[config.mk]
export PLATFORM = sky130hd
export DESIGN_NAME = rvx_exec
export DESIGN_NICKNAME = d
export VERILOG_FILES = /design/src/rvx_isa_pkg.sv /design/src/rvx_exec_pkg.sv /design/src/rvx_alu.sv /design/src/rvx_branch.sv /design/src/rvx_decoder.sv /design/src/rvx_exec.sv /design/src/rvx_writeback.sv
export VERILOG_INCLUDE_DIRS = /design/src /design/src/src
export SDC_FILE = /design/constraint.sdc
export NUM_CORES = 1
export LEC_CHECK = 0
export ABC_AREA = 1
export BUFFER_PORTS_ARGS = -buffer_cell sky130_fd_sc_hd__buf_2
export CORE_MARGIN = 2
export CORE_UTILIZATION = 30
export CTS_CLUSTER_SIZE = 28
export DETAILED_ROUTE_END_ITERATION = 12
export HOLD_SLACK_MARGIN = 0.06
export PLACE_DENSITY = 0.55
export SYNTH_ARGS = -nofsm -noshare
export SYNTH_HDL_FRONTEND = slang
export SYNTH_SLANG_ARGS = --single-unit
[constraint.sdc]
create_clock -name clock -period 3.8 [get_ports clock]
set_clock_uncertainty 0.1 [all_clocks]
set_input_delay 0.38 -clock clock [delete_from_list [all_inputs] [get_ports clock]]
set_output_delay 0.38 -clock clock [all_outputs]
set_load 0.02 [all_outputs]
[src/rvx_config.svh]
/*
  Widths and fixed constants of the RV32I execute unit, shared by packages and RTL.
*/
`ifndef RVX_CONFIG_SVH
`define RVX_CONFIG_SVH

// Data path
`define RVX_XLEN 32
`define RVX_INSTR_WIDTH 32
`define RVX_REG_ADDR_WIDTH 5
`define RVX_SHAMT_WIDTH 5

// Instruction fields
`define RVX_OPCODE_WIDTH 7
`define RVX_FUNCT3_WIDTH 3
`define RVX_FUNCT7_WIDTH 7

// funct7 values accepted in the OP and OP-IMM groups
`define RVX_FUNCT7_BASE 7'b0000000
`define RVX_FUNCT7_ALT 7'b0100000

// Sequential program counter increment
`define RVX_PC_STEP 4

`endif

[src/rvx_isa_pkg.sv]
/*
  Encodings fixed by the RV32I base instruction set: major opcodes and funct3 fields.
*/
`default_nettype none

`include "rvx_config.svh"

package rvx_isa_pkg;

  // --------------------------------------------------
  // Major opcodes, instruction bits 6:0
  // --------------------------------------------------

  typedef enum logic [`RVX_OPCODE_WIDTH-1:0] {
    opcode_op     = 7'b0110011,
    opcode_op_imm = 7'b0010011,
    opcode_lui    = 7'b0110111,
    opcode_auipc  = 7'b0010111,
    opcode_jal    = 7'b1101111,
    opcode_jalr   = 7'b1100111,
    opcode_branch = 7'b1100011
  } opcode_e;

  // --------------------------------------------------
  // funct3 encodings, instruction bits 14:12
  // --------------------------------------------------

  // Conditional branches, 010 and 011 are reserved
  typedef enum logic [`RVX_FUNCT3_WIDTH-1:0] {
    beq  = 3'b000,
    bne  = 3'b001,
    blt  = 3'b100,
    bge  = 3'b101,
    bltu = 3'b110,
    bgeu = 3'b111
  } branch_funct3_e;

  // Shared by OP and OP-IMM
  typedef enum logic [`RVX_FUNCT3_WIDTH-1:0] {
    funct3_add_sub = 3'b000,
    funct3_sll     = 3'b001,
    funct3_slt     = 3'b010,
    funct3_sltu    = 3'b011,
    funct3_xor     = 3'b100,
    funct3_srl_sra = 3'b101,
    funct3_or      = 3'b110,
    funct3_and     = 3'b111
  } alu_funct3_e;

endpackage

`default_nettype wire

[src/rvx_exec_pkg.sv]
/*
  Types private to the execute unit: ALU and write-back selects, handshake state,
  and the packed structs passed between the blocks and to the requester.
*/
`default_nettype none

`include "rvx_config.svh"

package rvx_exec_pkg;

  // --------------------------------------------------
  // Internal encodings
  // --------------------------------------------------

  typedef enum logic [3:0] {
    alu_add  = 4'd0,
    alu_sub  = 4'd1,
    alu_sll  = 4'd2,
    alu_slt  = 4'd3,
    alu_sltu = 4'd4,
    alu_xor  = 4'd5,
    alu_srl  = 4'd6,
    alu_sra  = 4'd7,
    alu_or   = 4'd8,
    alu_and  = 4'd9
  } alu_op_e;

  // Source of the destination register value
  typedef enum logic [1:0] {
    wb_alu       = 2'd0,
    wb_upper_imm = 2'd1,
    wb_target    = 2'd2,
    wb_pc_step   = 2'd3
  } wb_sel_e;

  typedef enum logic {
    hs_idle  = 1'b0,
    hs_acked = 1'b1
  } handshake_state_e;

  // --------------------------------------------------
  // Structs
  // --------------------------------------------------

  typedef struct packed {
    logic [`RVX_INSTR_WIDTH-1:0] instruction;
    logic [`RVX_XLEN-1:0]        pc;
    logic [`RVX_XLEN-1:0]        rs1_data;
    logic [`RVX_XLEN-1:0]        rs2_data;
  } exec_request_t;

  typedef struct packed {
    alu_op_e                     alu_op;
    logic                        use_immediate;
    wb_sel_e                     wb_sel;
    logic                        branch;
    logic                        jump;
    logic                        jump_register;
    rvx_isa_pkg::branch_funct3_e branch_funct3;
    logic [`RVX_REG_ADDR_WIDTH-1:0] rd_address;
    logic                        rd_write;
    logic                        illegal;
  } decoded_t;

  typedef struct packed {
    logic [`RVX_REG_ADDR_WIDTH-1:0] rd_address;
    logic [`RVX_XLEN-1:0]           rd_data;
    logic                           rd_write;
    logic [`RVX_XLEN-1:0]           next_pc;
    logic                           illegal;
  } exec_result_t;

endpackage

`default_nettype wire

[src/rvx_alu.sv]
/*
  Integer ALU for the OP and OP-IMM groups; the second operand is rs2 or the immediate.
*/
`timescale 1ns/1ps
`default_nettype none

`include "rvx_config.svh"

module rvx_alu (
  input  rvx_exec_pkg::alu_op_e alu_op,
  input  logic                  use_immediate,
  input  logic [`RVX_XLEN-1:0]  rs1_data,
  input  logic [`RVX_XLEN-1:0]  rs2_data,
  input  logic [`RVX_XLEN-1:0]  immediate,
  output logic [`RVX_XLEN-1:0]  alu_result
);

  logic [`RVX_XLEN-1:0]        operand_b;
  logic [`RVX_SHAMT_WIDTH-1:0] shift_amount;
  logic                        less_signed;
  logic                        less_unsigned;

  // Operand selection
  // --------------------------------------------------

  assign operand_b    = use_immediate ? immediate : rs2_data;
  assign shift_amount = operand_b[`RVX_SHAMT_WIDTH-1:0];

  // Shared by SLT and SLTU
  assign less_signed   = $signed(rs1_data) < $signed(operand_b);
  assign less_unsigned = rs1_data < operand_b;

  // Result
  // --------------------------------------------------

  always_comb begin
    case (alu_op)
      rvx_exec_pkg::alu_add:
        alu_result = rs1_data + operand_b;
      rvx_exec_pkg::alu_sub:
        alu_result = rs1_data - operand_b;
      rvx_exec_pkg::alu_sll:
        alu_result = rs1_data << shift_amount;
      rvx_exec_pkg::alu_slt:
        alu_result = {{(`RVX_XLEN-1){1'b0}}, less_signed};
      rvx_exec_pkg::alu_sltu:
        alu_result = {{(`RVX_XLEN-1){1'b0}}, less_unsigned};
      rvx_exec_pkg::alu_xor:
        alu_result = rs1_data ^ operand_b;
      rvx_exec_pkg::alu_srl:
        alu_result = rs1_data >> shift_amount;
      rvx_exec_pkg::alu_sra:
        alu_result = $unsigned($signed(rs1_data) >>> shift_amount);
      rvx_exec_pkg::alu_or:
        alu_result = rs1_data | operand_b;
      rvx_exec_pkg::alu_and:
        alu_result = rs1_data & operand_b;
      // Unused encodings fall back to add
      default:
        alu_result = rs1_data + operand_b;
    endcase
  end

endmodule

`default_nettype wire

[src/rvx_branch.sv]
/*
  Branch condition evaluation and the shared target adder for branches, jumps and AUIPC.
*/
`timescale 1ns/1ps
`default_nettype none

`include "rvx_config.svh"

module rvx_branch (
  input  logic                        branch,
  input  logic                        jump,
  input  logic                        jump_register,
  input  rvx_isa_pkg::branch_funct3_e branch_funct3,
  input  logic [`RVX_XLEN-1:0]        pc,
  input  logic [`RVX_XLEN-1:0]        rs1_data,
  input  logic [`RVX_XLEN-1:0]        rs2_data,
  input  logic [`RVX_XLEN-1:0]        immediate,
  output logic                        taken,
  output logic [`RVX_XLEN-1:0]        target
);

  logic                 condition;
  logic [`RVX_XLEN-1:0] base;
  logic [`RVX_XLEN-1:0] sum;

  // --------------------------------------------------
  // Condition and taken
  // --------------------------------------------------

  always_comb begin
    case (branch_funct3)
      rvx_isa_pkg::beq:  condition = (rs1_data == rs2_data);
      rvx_isa_pkg::bne:  condition = (rs1_data != rs2_data);
      rvx_isa_pkg::blt:  condition = $signed(rs1_data) < $signed(rs2_data);
      rvx_isa_pkg::bge:  condition = $signed(rs1_data) >= $signed(rs2_data);
      rvx_isa_pkg::bltu: condition = rs1_data < rs2_data;
      rvx_isa_pkg::bgeu: condition = rs1_data >= rs2_data;
      // Reserved encodings, flagged illegal by the decoder
      default:           condition = 1'b0;
    endcase
    taken = jump || (branch && condition);
    // Decoder marks exactly one kind of control transfer
    assert (!taken || (branch != jump))
      else $error("branch: taken without exactly one of branch and jump");
  end

  // --------------------------------------------------
  // Target adder
  // --------------------------------------------------

  // JALR adds to rs1 and drops bit 0, all else is pc relative
  assign base   = jump_register ? rs1_data : pc;
  assign sum    = base + immediate;
  assign target = jump_register ? {sum[`RVX_XLEN-1:1], 1'b0} : sum;

endmodule

`default_nettype wire

[src/rvx_decoder.sv]
/*
  Combinational RV32I decoder: builds the control struct and the sign-extended
  immediate for the ALU, branch unit and write-back stage.
*/
`timescale 1ns/1ps
`default_nettype none

`include "rvx_config.svh"

module rvx_decoder (
  input  logic [`RVX_INSTR_WIDTH-1:0] instruction,
  output rvx_exec_pkg::decoded_t      decoded,
  output logic [`RVX_XLEN-1:0]        immediate
);

  rvx_isa_pkg::opcode_e       opcode;
  rvx_isa_pkg::alu_funct3_e   alu_funct3;
  logic [`RVX_FUNCT7_WIDTH-1:0] funct7;
  logic                       funct7_base;
  logic                       funct7_alt;
  logic                       is_register;  // OP group, OP-IMM otherwise
  rvx_exec_pkg::alu_op_e      alu_op;
  logic                       funct7_ok;
  logic                       writes_rd;

  assign opcode      = rvx_isa_pkg::opcode_e'(instruction[6:0]);
  assign alu_funct3  = rvx_isa_pkg::alu_funct3_e'(instruction[14:12]);
  assign funct7      = instruction[31:25];
  assign funct7_base = (funct7 == `RVX_FUNCT7_BASE);
  assign funct7_alt  = (funct7 == `RVX_FUNCT7_ALT);
  assign is_register = (opcode == rvx_isa_pkg::opcode_op);

  // --------------------------------------------------
  // Immediate formats
  // --------------------------------------------------

  always_comb begin
    case (opcode)
      rvx_isa_pkg::opcode_lui, rvx_isa_pkg::opcode_auipc:
        immediate = {instruction[31:12], 12'b0};
      rvx_isa_pkg::opcode_jal:
        immediate = {{(`RVX_XLEN-20){instruction[31]}}, instruction[19:12],
                     instruction[20], instruction[30:21], 1'b0};
      rvx_isa_pkg::opcode_branch:
        immediate = {{(`RVX_XLEN-12){instruction[31]}}, instruction[7],
                     instruction[30:25], instruction[11:8], 1'b0};
      default:
        immediate = {{(`RVX_XLEN-12){instruction[31]}}, instruction[31:20]};
    endcase
  end

  // ALU operation; in OP-IMM funct7 is immediate data except for shifts
  always_comb begin
    alu_op    = rvx_exec_pkg::alu_add;
    funct7_ok = funct7_base || !is_register;
    case (alu_funct3)
      rvx_isa_pkg::funct3_add_sub: begin
        alu_op    = (is_register && funct7_alt) ? rvx_exec_pkg::alu_sub : rvx_exec_pkg::alu_add;
        funct7_ok = funct7_base || funct7_alt || !is_register;
      end
      rvx_isa_pkg::funct3_sll: begin
        alu_op    = rvx_exec_pkg::alu_sll;
        funct7_ok = funct7_base;
      end
      rvx_isa_pkg::funct3_slt:  alu_op = rvx_exec_pkg::alu_slt;
      rvx_isa_pkg::funct3_sltu: alu_op = rvx_exec_pkg::alu_sltu;
      rvx_isa_pkg::funct3_xor:  alu_op = rvx_exec_pkg::alu_xor;
      rvx_isa_pkg::funct3_srl_sra: begin
        alu_op    = funct7_alt ? rvx_exec_pkg::alu_sra : rvx_exec_pkg::alu_srl;
        funct7_ok = funct7_base || funct7_alt;
      end
      rvx_isa_pkg::funct3_or:   alu_op = rvx_exec_pkg::alu_or;
      rvx_isa_pkg::funct3_and:  alu_op = rvx_exec_pkg::alu_and;
    endcase
  end

  // --------------------------------------------------
  // Control struct
  // --------------------------------------------------

  always_comb begin
    decoded               = '0;
    writes_rd             = 1'b0;
    decoded.alu_op        = alu_op;
    decoded.branch_funct3 = rvx_isa_pkg::branch_funct3_e'(instruction[14:12]);
    decoded.rd_address    = instruction[11:7];
    case (opcode)
      rvx_isa_pkg::opcode_op: begin
        decoded.illegal = !funct7_ok;
        writes_rd       = funct7_ok;
      end
      rvx_isa_pkg::opcode_op_imm: begin
        decoded.use_immediate = 1'b1;
        decoded.illegal       = !funct7_ok;
        writes_rd             = funct7_ok;
      end
      rvx_isa_pkg::opcode_lui: begin
        decoded.wb_sel = rvx_exec_pkg::wb_upper_imm;
        writes_rd      = 1'b1;
      end
      rvx_isa_pkg::opcode_auipc: begin
        decoded.wb_sel = rvx_exec_pkg::wb_target;
        writes_rd      = 1'b1;
      end
      rvx_isa_pkg::opcode_jal: begin
        decoded.jump   = 1'b1;
        decoded.wb_sel = rvx_exec_pkg::wb_pc_step;
        writes_rd      = 1'b1;
      end
      rvx_isa_pkg::opcode_jalr: begin
        decoded.jump          = 1'b1;
        decoded.jump_register = 1'b1;
        decoded.wb_sel        = rvx_exec_pkg::wb_pc_step;
        writes_rd             = 1'b1;
      end
      rvx_isa_pkg::opcode_branch: begin
        case (decoded.branch_funct3)
          rvx_isa_pkg::beq, rvx_isa_pkg::bne, rvx_isa_pkg::blt,
          rvx_isa_pkg::bge, rvx_isa_pkg::bltu, rvx_isa_pkg::bgeu: decoded.branch = 1'b1;
          default: decoded.illegal = 1'b1;
        endcase
      end
      default: decoded.illegal = 1'b1;
    endcase
    // x0 is never written
    decoded.rd_write = writes_rd && (decoded.rd_address != '0);
  end

  always_comb begin
    assert (!(decoded.illegal && decoded.rd_write))
      else $error("decoder: illegal instruction requests a register write");
  end

endmodule

`default_nettype wire

[src/rvx_exec.sv]
/*
  Top of the RV32I execute unit: decoder feeding ALU and branch unit side by side,
  with the write-back block holding the result behind a req/ack handshake.
*/
`timescale 1ns/1ps
`default_nettype none

module rvx_exec (
  input  logic                        clock,
  input  logic                        reset_n,
  input  logic                        req,
  input  rvx_exec_pkg::exec_request_t request,
  output logic                        ack,
  output rvx_exec_pkg::exec_result_t  result
);

  rvx_exec_pkg::decoded_t decoded;
  logic [31:0]            immediate;
  logic [31:0]            alu_result;
  logic                   taken;
  logic [31:0]            target;

  // --------------------------------------------------
  // Decode
  // --------------------------------------------------

  rvx_decoder rvx_decoder_i (
    .instruction(request.instruction),
    .decoded    (decoded),
    .immediate  (immediate)
  );

  // --------------------------------------------------
  // Execute
  // --------------------------------------------------

  rvx_alu rvx_alu_i (
    .alu_op       (decoded.alu_op),
    .use_immediate(decoded.use_immediate),
    .rs1_data     (request.rs1_data),
    .rs2_data     (request.rs2_data),
    .immediate    (immediate),
    .alu_result   (alu_result)
  );

  rvx_branch rvx_branch_i (
    .branch       (decoded.branch),
    .jump         (decoded.jump),
    .jump_register(decoded.jump_register),
    .branch_funct3(decoded.branch_funct3),
    .pc           (request.pc),
    .rs1_data     (request.rs1_data),
    .rs2_data     (request.rs2_data),
    .immediate    (immediate),
    .taken        (taken),
    .target       (target)
  );

  // --------------------------------------------------
  // Write-back and handshake
  // --------------------------------------------------

  rvx_writeback rvx_writeback_i (
    .clock     (clock),
    .reset_n   (reset_n),
    .req       (req),
    .rd_address(decoded.rd_address),
    .rd_write  (decoded.rd_write),
    .illegal   (decoded.illegal),
    .wb_sel    (decoded.wb_sel),
    .pc        (request.pc),
    .alu_result(alu_result),
    .immediate (immediate),
    .target    (target),
    .taken     (taken),
    .ack       (ack),
    .result    (result)
  );

endmodule

`default_nettype wire

[src/rvx_writeback.sv]
/*
  Write-back select, next program counter and the four-phase req/ack handshake.
  The result is captured once per transaction and held while ack is high.
*/
`timescale 1ns/1ps
`default_nettype none

`include "rvx_config.svh"

module rvx_writeback (
  input  logic                           clock,
  input  logic                           reset_n,
  input  logic                           req,
  input  logic [`RVX_REG_ADDR_WIDTH-1:0] rd_address,
  input  logic                           rd_write,
  input  logic                           illegal,
  input  rvx_exec_pkg::wb_sel_e          wb_sel,
  input  logic [`RVX_XLEN-1:0]           pc,
  input  logic [`RVX_XLEN-1:0]           alu_result,
  input  logic [`RVX_XLEN-1:0]           immediate,
  input  logic [`RVX_XLEN-1:0]           target,
  input  logic                           taken,
  output logic                           ack,
  output rvx_exec_pkg::exec_result_t     result
);

  rvx_exec_pkg::handshake_state_e state;
  rvx_exec_pkg::exec_result_t     next_result;
  logic [`RVX_XLEN-1:0]           pc_plus_step;
  logic [`RVX_XLEN-1:0]           rd_data;

  // --------------------------------------------------
  // Result forming
  // --------------------------------------------------

  assign pc_plus_step = pc + `RVX_XLEN'(`RVX_PC_STEP);

  always_comb begin
    case (wb_sel)
      rvx_exec_pkg::wb_alu:       rd_data = alu_result;
      rvx_exec_pkg::wb_upper_imm: rd_data = immediate;
      rvx_exec_pkg::wb_target:    rd_data = target;
      rvx_exec_pkg::wb_pc_step:   rd_data = pc_plus_step;
    endcase
  end

  assign next_result.rd_address = rd_address;
  assign next_result.rd_data    = rd_data;
  assign next_result.rd_write   = rd_write;
  assign next_result.next_pc    = taken ? target : pc_plus_step;
  assign next_result.illegal    = illegal;

  // --------------------------------------------------
  // Handshake FSM
  // --------------------------------------------------

  always_ff @(posedge clock) begin
    if (!reset_n) begin
      state  <= rvx_exec_pkg::hs_idle;
      result <= '0;
    end else begin
      case (state)
        rvx_exec_pkg::hs_idle: begin
          // Capture on the first edge that sees req
          if (req) begin
            result <= next_result;
            state  <= rvx_exec_pkg::hs_acked;
          end
        end
        rvx_exec_pkg::hs_acked: begin
          if (!req) begin
            state <= rvx_exec_pkg::hs_idle;
          end
        end
      endcase
    end
  end

  assign ack = (state == rvx_exec_pkg::hs_acked);

  // Handshake checks
  ack_needs_req: assert property (@(posedge clock) disable iff (!reset_n)
    $rose(ack) |-> $past(req))
    else $error("writeback: ack rose without req");

  // Held result still matches the request while req stays high
  result_held: assert property (@(posedge clock) disable iff (!reset_n)
    (ack && req) |-> (result == next_result))
    else $error("writeback: held result no longer matches the request");

endmodule

`default_nettype wire
# ---- Word level (Yosys, flattened, before mapping)
# Index checks and enable logic that the tools add are counted.
dict set report totals {
  reg_bits 72
  output_inout_bits 72
  elab_cells 93
}
dict set report op_classes {
  addsub 4
  n_lt_le_gt_ge 6
  eq_ne 29
  shift 3
  n_mux 22
  bitwise_logic 4
  reduce_logical 19
}
# cell n
set op_table {}
lappend op_table {{case mux 32 bit (9 select lines)} 1}
lappend op_table {{< comparator 32 bit} 4}
lappend op_table {{case mux 32 bit (4 select lines)} 1}
lappend op_table {{two-way mux 32 bit} 3}
lappend op_table {{case mux 31 bit (3 select lines)} 1}
lappend op_table {{adder 32 bit} 2}
lappend op_table {{greater-or-equal comparator 32 bit} 2}
lappend op_table {{adder 32 x 3 -> 32 bit, second input constant} 1}
lappend op_table {{AND 32 bit} 1}
lappend op_table {{== test 32 bit} 1}
lappend op_table {{inequality test 32 bit} 1}
lappend op_table {{bitwise OR 32 bit} 1}
lappend op_table {{case mux 4 bit (8 select lines)} 1}
lappend op_table {{left shift 32 x 5 -> 32 bit} 1}
lappend op_table {{>> shifter 32 x 5 -> 32 bit} 1}
lappend op_table {{>>> shifter 32 x 5 -> 32 bit} 1}
lappend op_table {{subtractor 32 bit} 1}
lappend op_table {{bitwise XOR 32 bit} 1}
lappend op_table {{== test 7 x 6 -> 1 bit, second input constant} 3}
lappend op_table {{== test 7 bit, second input constant} 3}
lappend op_table {{== test 4 x 3 -> 1 bit, second input constant} 4}
lappend op_table {{== test 7 x 5 -> 1 bit, second input constant} 2}
lappend op_table {{== test 3 bit, second input constant} 4}
lappend op_table {{two-way mux 1 bit} 10}
lappend op_table {{other kinds (23)} 36}

# ---- Depth between registers and ports, before layout
# Gate-level depths: netlist (run 1).
dict set report depth {
  word_depth 7
  ltp_mapped 31
  mapped_depth_nobuf 29
}

# ---- Hierarchy
# Synthesis (run 1) repeated with hierarchy kept, for this count alone.
dict set report hier_totals {
  hier_cells 3371
  hier_area_um2 18497.7
}
# mod instances cells_each area_per_inst_um2
set modules_own_cells {}
lappend modules_own_cells {rvx_alu 1 2030 10222.3}
lappend modules_own_cells {rvx_writeback 1 682 4335.4}
lappend modules_own_cells {rvx_branch 1 513 3216.8}
lappend modules_own_cells {rvx_decoder 1 146 723.2}

# ---- Worst setup path before layout (run 1)
# No wires, ideal clock.
dict set report synth_path {
  path_type {input to register}
  from {input port request[97] (netlist bit)}
  to {register, netlist name rvx_writeback_i.result[65]}
  arrival_time_ns 3.743
  required_ns 3.630
  slack_ns -0.113
  cell_stages 31
  path_cell_list {nand2_1 -> nor2_1 -> nand2_2 -> nand2_4 -> inv_2 -> nand2_2 -> nand2_2 -> a21oi_2 -> nand2_1 -> o21ai_2 -> buf_2 -> buf_2 -> ha_1 -> clkbuf_1 -> nand2_1 -> inv_1 -> a21oi_1 -> o21bai_1 -> a21oi_1 -> o21ai_0 -> nand2_1 -> inv_1 -> o21ai_0 -> nand2_1 -> nand2_1 -> nand3_1 -> nand2_1 -> inv_1 -> nand3_1 -> nand2_1 -> a21oi_1}
}
dict set report synth_via {
  elab_chain_len 7
  word_cells_on_any_way 42
  classes_between {3 x add/sub; 19 x eq/ne; 3 x shift; 10 x mux; 3 x bitwise; 4 x reduce/logical}
}
# item line_no
set synth_lines {}
lappend synth_lines {{start: declaration} rvx_exec.sv:12} ;# input rvx_exec_pkg::exec_request_t request,
lappend synth_lines {{== test 7 x 6 -> 1 bit, or another cell as far along} {rvx_decoder.sv:38, rvx_decoder.sv:87}}
lappend synth_lines {{OR reduction 2 bit or logical AND 1 bit (tied branches)} {rvx_decoder.sv:38, rvx_decoder.sv:58}}
lappend synth_lines {{case mux 31 bit (3 select lines) or two-way mux 1 bit (tied branches)} {rvx_decoder.sv:38, rvx_decoder.sv:58}}
lappend synth_lines {{two-way mux 32 bit or case mux 4 bit (8 select lines) (tied branches)} {rvx_alu.sv:26, rvx_decoder.sv:56}}
lappend synth_lines {{adder 32 bit, or another cell as far along} {rvx_alu.sv:39, rvx_alu.sv:60}}
lappend synth_lines {{case mux 32 bit (9 select lines)} rvx_alu.sv:37} ;# case (alu_op)
lappend synth_lines {{case mux 32 bit (4 select lines) *} rvx_writeback.sv:39} ;# case (wb_sel)
# Every way passes the cells marked *; elsewhere a longest branch is shown, timed or not.
# A chain may end at the register's enable or synchronous reset.

# ---- Worst setup path after layout (run 1)
dict set report layout_path {
  from {input port request[97] (netlist bit)}
  to {register, netlist name rvx_writeback_i.result[65]}
}
dict set report layout_via {
  elab_chain_len 7
  word_cells_on_any_way 42
  classes_between {3 x add/sub; 19 x eq/ne; 3 x shift; 10 x mux; 3 x bitwise; 4 x reduce/logical}
}
# item line_no
set layout_lines {}
lappend layout_lines {{== test 7 x 6 -> 1 bit, or another cell as far along} {rvx_decoder.sv:38, rvx_decoder.sv:87}}
lappend layout_lines {{OR reduction 2 bit or logical AND 1 bit (tied branches)} {rvx_decoder.sv:38, rvx_decoder.sv:58}}
lappend layout_lines {{case mux 31 bit (3 select lines) or two-way mux 1 bit (tied branches)} {rvx_decoder.sv:38, rvx_decoder.sv:58}}
lappend layout_lines {{two-way mux 32 bit or case mux 4 bit (8 select lines) (tied branches)} {rvx_alu.sv:26, rvx_decoder.sv:56}}
lappend layout_lines {{adder 32 bit, or another cell as far along} {rvx_alu.sv:39, rvx_alu.sv:60}}
lappend layout_lines {{case mux 32 bit (9 select lines)} rvx_alu.sv:37}
lappend layout_lines {{case mux 32 bit (4 select lines) *} rvx_writeback.sv:39}
# Marks and branches as above.

==> metrics, run 1 <==
status completed; Total Power approximately 5.5 mW; power per cell area approximately 220 nW/um^2; # H-tree levels 3; layout cells sized above 1 0.271; Slew @ Worst Pin between 0.8 and 0.9 ns; endpoint class of the critical path register; Final ANT Viol Nets 0; Max Buffers Root-to-Sink 2; post-synthesis sequential area ratio 0.0844; most frequent cells in the layout nand2_1, buf_4, inv_1; gr usage total 0.359; Fin. Hold Viols 0; P&R area growth vs syn 45.0%; # DRC 0; DP HPWL 94.2 mm; Worst Setup SP request[97]; critical setup path kind in2reg; Slew Viols, Final 0; dpl cell area 23900 um^2; vias in the first global route roughly 24000; Post-synth EDFFs 0; Num CTS Buffers 9; area of the core between 50000 and 60000 um^2; Synth Instances about 3200; DRT Pass-1 Iters 6; Async S/R FF share, synth 0; Starting Density 0.303; worst r2r src rvx_writeback_i.ack$_SDFF_PN0_; clk_lat worst skew between 0.3 and 0.4 ns; Synth cell types 62; Clock Sinks 72; Max Fanout on Critical Path 7; port bufs between 200 and 250; Root Driver clkbuf_16; pre-CTS setup slack -0.454 ns; syn avg cell area roughly 5.4 um^2; Detailed Route WL between 100 and 150 mm; Tmin final about 3.7 ns; FMAX approximately 0.27 GHz; number of antenna violations at the first check in global routing 13; routed vias/inst 5.32; Vias 25136; # rows 87; Nets ~4300; VDD IR max just over 0.0002 V; reg-to-reg endpoint rvx_writeback_i.result[40]$_SDFFE_PN0P_; max incr delay on CP approximately 0.29 ns; Synth Register Bits 72; commonest non-fill, non-tap cell in the layout nand2_1; synth warn 0; final hold slack around 0.14 ns; Rel. slew slack 0.435; WL/cell ~23 um; TritonCTS clock tree yes; unrepaired setup endpoints after global routing yes; Setup crit end rvx_writeback_i.result[65]$_SDFFE_PN0P_; IO Pins between 200 and 250; max_cap viols 0; LEAKAGE about 13 nW; synthesized area roughly 17000 um^2; Die Area approximately 59000 um^2; Worst Slack Setup Final about 0.11 ns; post-route cell area roughly 25000 um^2; Die Y 243 um; grt total ovfl 0; initial DRC count around 2600; R2R Setup Slk ~1.8 ns; cell mode on critical path nand2_1; nature of the critical path startpoint input pin; Setup violations, final 0; Arrival @ worst endpoint 3.88 ns; Net Count, Synth 3473; die span in x around 240 um; CP Data Required Time 3.98 ns; Hold/Removal Path Class in2reg; Tcrit/Tclk final 0.972; global-route wire length before repair 155 mm; hold_buf cts 0; Max stage delay cell, worst path ha_4; R2R cell count 5; TNS Setup 0 ns; GPL Wtd Cong 1.08; largest net degree at the start of global routing 74; top_reg_cell synth dfxtp_1; Clk pin slew, worst setup/hold paths around 0.07 ns
[how the worst min path moves through the flow]
stage	start	end	cells after the start
after floorplan	req	rvx_writeback_i.ack$_SDFF_PN0_	2
after global placement	rvx_writeback_i.result[15]$_SDFFE_PN0P_	rvx_writeback_i.result[15]$_SDFFE_PN0P_	2
after detailed placement	rvx_writeback_i.result[18]$_SDFFE_PN0P_	rvx_writeback_i.result[18]$_SDFFE_PN0P_	2
after CTS	req	rvx_writeback_i.ack$_SDFF_PN0_	3
after global routing	req	rvx_writeback_i.ack$_SDFF_PN0_	3
final	req	rvx_writeback_i.ack$_SDFF_PN0_	3
[kinds of logic after synthesis]
| family | Yosys count | share of synthesized area |
|---|---|---|
| fa+ha+maj | 159 | 0.117 |
| xor+xnor | 63 | 0.0323 |
| mux | 2 | 0.00117 |
| buf+inv | 544 | 0.125 |
| simple gates | 1560 | 0.384 |
| compound gates | 783 | 0.256 |
| flops | 72 | 0.0844 |
[per-layer routing]
layer  part of all wire  wire [um]  vias to the layer above  GRT usage
met5            0.00080         88                        -          0
met4              0.090       9840                       14      0.263
met3              0.077       8410                      284     0.0516
met2               0.44      47900                     1221      0.577
met1               0.40      43600                    11473      0.436
li1                   -          -                    12144          -
[area by class of cell]
cell class | count | area, um^2
Fill cell | 6417 | 31500
Multi-Input combinational cell | 2567 | 14000
Timing Repair Buffer | 909 | 6530
Inverter | 406 | 1530
Sequential cell | 72 | 1440
Tap cell | 756 | 946
Clock buffer | 11 | 243
Clock inverter | 4 | 53.8
Antenna cell | 1 | 2.50
[state kept, by name, summed over array words and instances, names as in the netlist]
name	flops
rvx_writeback_i.ack	1
rvx_writeback_i.result	71
[Yosys cell counts (all sizes together), types with 3 or more instances]
master / number / share of area
nand3: 298 / 0.088
o21a: 20 / 0.0088
o211ai: 37 / 0.017
a221oi: 11 / 0.0056
a211oi: 20 / 0.0088
buf: 57 / 0.018
ha: 157 / 0.12
clkbuf: 81 / 0.018
o31ai: 3 / 0.0013
a21boi: 4 / 0.0018
o21bai: 9 / 0.0042
nand3b: 11 / 0.0048
nor2: 289 / 0.066
xor2: 44 / 0.023
inv: 403 / 0.089
or2: 9 / 0.0033
nand2: 866 / 0.19
a31oi: 16 / 0.0059
a21oi: 301 / 0.089
nor3: 37 / 0.011
xnor2: 19 / 0.0097
dfxtp: 72 / 0.084
nor4: 14 / 0.0055
o22ai: 24 / 0.0088
o21ai: 315 / 0.093
nand4: 30 / 0.011
a21o: 10 / 0.0044
and3: 3 / 0.0011
clkinv: 3 / 0.00066
[power by group]
part | leakage (nW) | internal, mW | switching [mW]
Sequential | 0.593 | 0.808 | 0.0335
Clock | 0.138 | 0.526 | 0.355
Combinational | 12.3 | 1.51 | 2.28
[critical path: cells and delay by family]
| kind | cells | cell delay, ns |
|---|---|---|
| AOI/OAI and AO/OA | 4 | 0.62 |
| adders and majority gates | 1 | 0.29 |
| buffers and inverters | 10 | 1.26 |
| and+or+nand+nor | 14 | 1.30 |
[metrics by stage]
| step | util | std cells |
|---|---|---|
| 2_1_floorplan | - | 3183 |
| 3_3_place_gp | 0.424 | 4698 |
| 4_1_cts | 0.429 | 4713 |
| 6_report | 0.440 | 4726 |
| 5_1_grt | 0.440 | 4725 |
| 3_5_place_dp | 0.424 | 4698 |
[timing repair]
item,CTS,global route
setup endpoints to repair,8,35
gates resized for setup,5,119
pin swaps,0,21
setup buffers,0,12
Note: power is estimated with default switching activity, not from simulation.
==> run 2: changes to the inputs <==
- ABC_AREA: 1 -> unset
- CTS_CLUSTER_DIAMETER: unset -> 80
==> metrics, run 2 <==
WL/cell 27.5 um (+19%); Synth Instances 2591 (-19%); port bufs 202 (unchanged); Clock power frac 0.151 (-0.009); Post-synth EDFFs 0 (unchanged); top-area cell type share of the netlist area 0.115 (-0.0729); Fin. Hold Viols 0 (unchanged); power per cell area 219 nW/um^2 (-1.5%); top_reg_cell synth dfxtp_1; grt total ovfl 0 (unchanged); Nets 3835 (-9.9%); worst r2r src rvx_writeback_i.ack$_SDFF_PN0_; Vias 25609 (+1.9%); Layout Cells excl Fill 4308 (-8.8%); DRT Pass-1 Iters 5 (-1); # rows 87 (unchanged); syn avg cell area 6.59 um^2 (+23%); GPL Wtd Cong 1.07 (-0.47%); Clk pin slew, worst setup/hold paths 0.07 ns (about the same); Flop pwr share 0.138 (-0.015); Starting Density 0.303 (about the same); synthesized area 17100 um^2 (about the same); Combinational Power Share 0.712 (+0.025); Setup violations, final 37 (+37); area occupied by multi-input gates 16600 um^2 (+19%); Synth cell types 90 (+45%); # H-tree levels 3 (unchanged); Placed Instances 4216 (-10%); clk_lat worst skew 0.37 ns (+0.03 ns); gr usage total 0.384 (+0.0256); post-route cell area 28300 um^2 (+14%); initial DRC count 2867 (+10%); routed vias/inst 5.94 (+12%); most common cell in the netlist nand2_1; # DRC 0 (unchanged); Root Driver clkbuf_16; Tmin final 4.14 ns (+0.443 ns); Num CTS Buffers 9 (unchanged); Synth Register Bits 72 (unchanged); HP Start req; Total Power 6.20 mW (+13%); Layout fillers 5748 (-10%); critical setup path kind in2reg; die span in x 243 um (about the same); TritonCTS clock tree yes; commonest non-fill, non-tap cell in the layout buf_4; LEAKAGE 13.1 nW (+0.50%); Slew Viols, Final 0 (unchanged); dpl cell area 25300 um^2 (+5.9%); most frequent cells in the layout buf_4, nand2_1, a21oi_1; Worst Slack Setup Final -0.337 ns (-0.443 ns); Max Fanout on Critical Path 5 (-2); Final ANT Viol Nets 0 (unchanged); most area-hungry cell type in the Yosys netlist ha_1; VDD IR max 0.000242 V (+17%); nature of the critical path startpoint input pin; Internal Power 3.30 mW (+16%); Die Area 58800 um^2 (about the same); Worst Setup SP request[101]; post-synthesis sequential area ratio 0.0844 (about the same); Arrival @ worst endpoint 4.30 ns (+0.42 ns); area of the core 56300 um^2 (unchanged); FMAX 0.242 GHz (-11%); net switching power 2.91 mW (+9.0%); Rel. slew slack 0.409 (-0.0262); Detailed Route WL 119 mm (+8.0%); max_cap viols 0 (unchanged); P&R area growth vs syn 65.8%; global-route wire length before repair 168 mm (+8.1%); Hold/Removal Path Class in2reg; Net Count, Synth 2881 (-17%); layout cells sized above 1 0.434 (+0.163); violations in the final reports negative setup slack; final core utilization 0.503 (+0.0629); Slew @ Worst Pin 0.887 ns (+0.0394 ns); synth warn 0 (unchanged); vias in the first global route 24438 (+3.4%); Async S/R FF share, synth 0 (unchanged); DP HPWL 96.3 mm (+2.2%); Max Buffers Root-to-Sink 2 (unchanged); Die Y 243 um (about the same); Biggest register rvx_writeback_i.result; endpoint class of the critical path register; IO Pins 203 (unchanged); unrepaired setup endpoints after global routing yes; max FFs per register 71 (unchanged); status complete, but fails checks; largest net degree at the start of global routing 65 (-12%); Reg area 1440 um^2 (unchanged); number of antenna violations at the first check in global routing 4 (-9); Clock Sinks 72 (unchanged); Post-synth top cells nand2_1, a21oi_1, o21ai_0; top cells by area, synth ha_1, dfxtp_1, a21oi_1, o21ai_0, nand2_1; Tcrit/Tclk final 1.09 (+0.117); CP Data Required Time 3.96 ns (-0.02 ns); Sw Ratio 0.468 (-0.0154)
==> run 2: cell types whose count changed in the layout (fill, tap and decap cells not counted), moves of 36 or more <==
cell	delta
a21oi_1	-74
buf_4	+173
nand3_1	-225
nand2_1	-563
nor3_1	+50
nor2_1	-76
o21ai_0	-68
inv_1	-244
buf_6	+40
ha_1	-36
mux2i_1	+72
==> run 2: power by group through the flow <==
stage	sequential (mW)	clock, mW	combinational (mW)
floorplan	0.919	0	1.71
global placement	0.866	0	3.75
detailed placement	0.868	0	3.75
CTS	0.852	0.957	4.05
global route	0.857	0.968	4.62
finish	0.853	0.935	4.42
==> run 2: repair_timing <==
action                     4_1_cts  5_1_grt
hold buffers                     0        0
resized for setup              260      202
cloned                           1        0
buffers inserted                47       36
setup endpoints to repair       43       48
pin swaps                       73       98
==> run 2: routing by layer <==
layer,vias up,routed length (um),global-route usage
met3,250,11700,0.0668
met2,1432,50300,0.589
li1,11475,-,-
met1,12450,50100,0.526
met4,2,6430,0.165
met5,-,15,0
==> run 2: cell type report <==
class | instances | share of cell area
multi-input combinational | 2177 | 0.587
clock inverter | 5 | 0.00203
sequential | 72 | 0.0509
timing repair buffer | 1126 | 0.297
tap | 756 | 0.0334
inverter | 159 | 0.0212
clock buffer | 10 | 0.00845
antenna | 3 | 0.000265
==> run 2: cells by family (layout without fill, tap and decap cells) <==
group / count (synthesis) / after routing / synth area share
xor+xnor: 92 / 92 / 0.0472
mux: 124 / 124 / 0.0759
flops: 72 / 72 / 0.0844
compound gates: 979 / 979 / 0.373
other cells: 0 / 3 / 0
buf+inv: 342 / 1300 / 0.0794
fa+ha+maj: 160 / 160 / 0.118
simple gates: 822 / 822 / 0.222
==> run 2: critical path, stage by stage <==
cell	delay (ns)
buf_6	0.10
or3_4	0.38
or2_4	0.30
buf_4	0.15
a21o_4	0.21
ha_4	0.16
fa_2	0.41
a211oi_4	0.29
o21ai_2	0.11
a31o_2	0.24
buf_4	0.15
o211a_4	0.25
o31ai_4	0.21
o21ai_2	0.08
a21o_1	0.24
nand2_2	0.13
a21oi_2	0.08
a2111oi_4	0.32
nor4_4	0.08
==> run 2: final timing paths <==
kind	to	slack, ns	depth (start not counted)
max reg2reg	rvx_writeback_i.result[64]$_SDFFE_PN0P_	1.13	9
min reg2reg	rvx_writeback_i.result[21]$_SDFFE_PN0P_	0.35	2
min	rvx_writeback_i.ack$_SDFF_PN0_	0.16	2
max	rvx_writeback_i.result[64]$_SDFFE_PN0P_	-0.34	19
==> run 2: per-stage QoR <==
stage          setup TNS, ns  hold slack (ns)  setup WS [ns]
3_5_place_dp          -39.73            0.339          -1.40
3_3_place_gp          -38.24            0.327          -1.40
5_1_grt               -10.65            0.190         -0.464
6_report               -6.26            0.163         -0.337
4_1_cts                -4.39            0.150         -0.335
2_1_floorplan          -6.46            0.402         -0.644
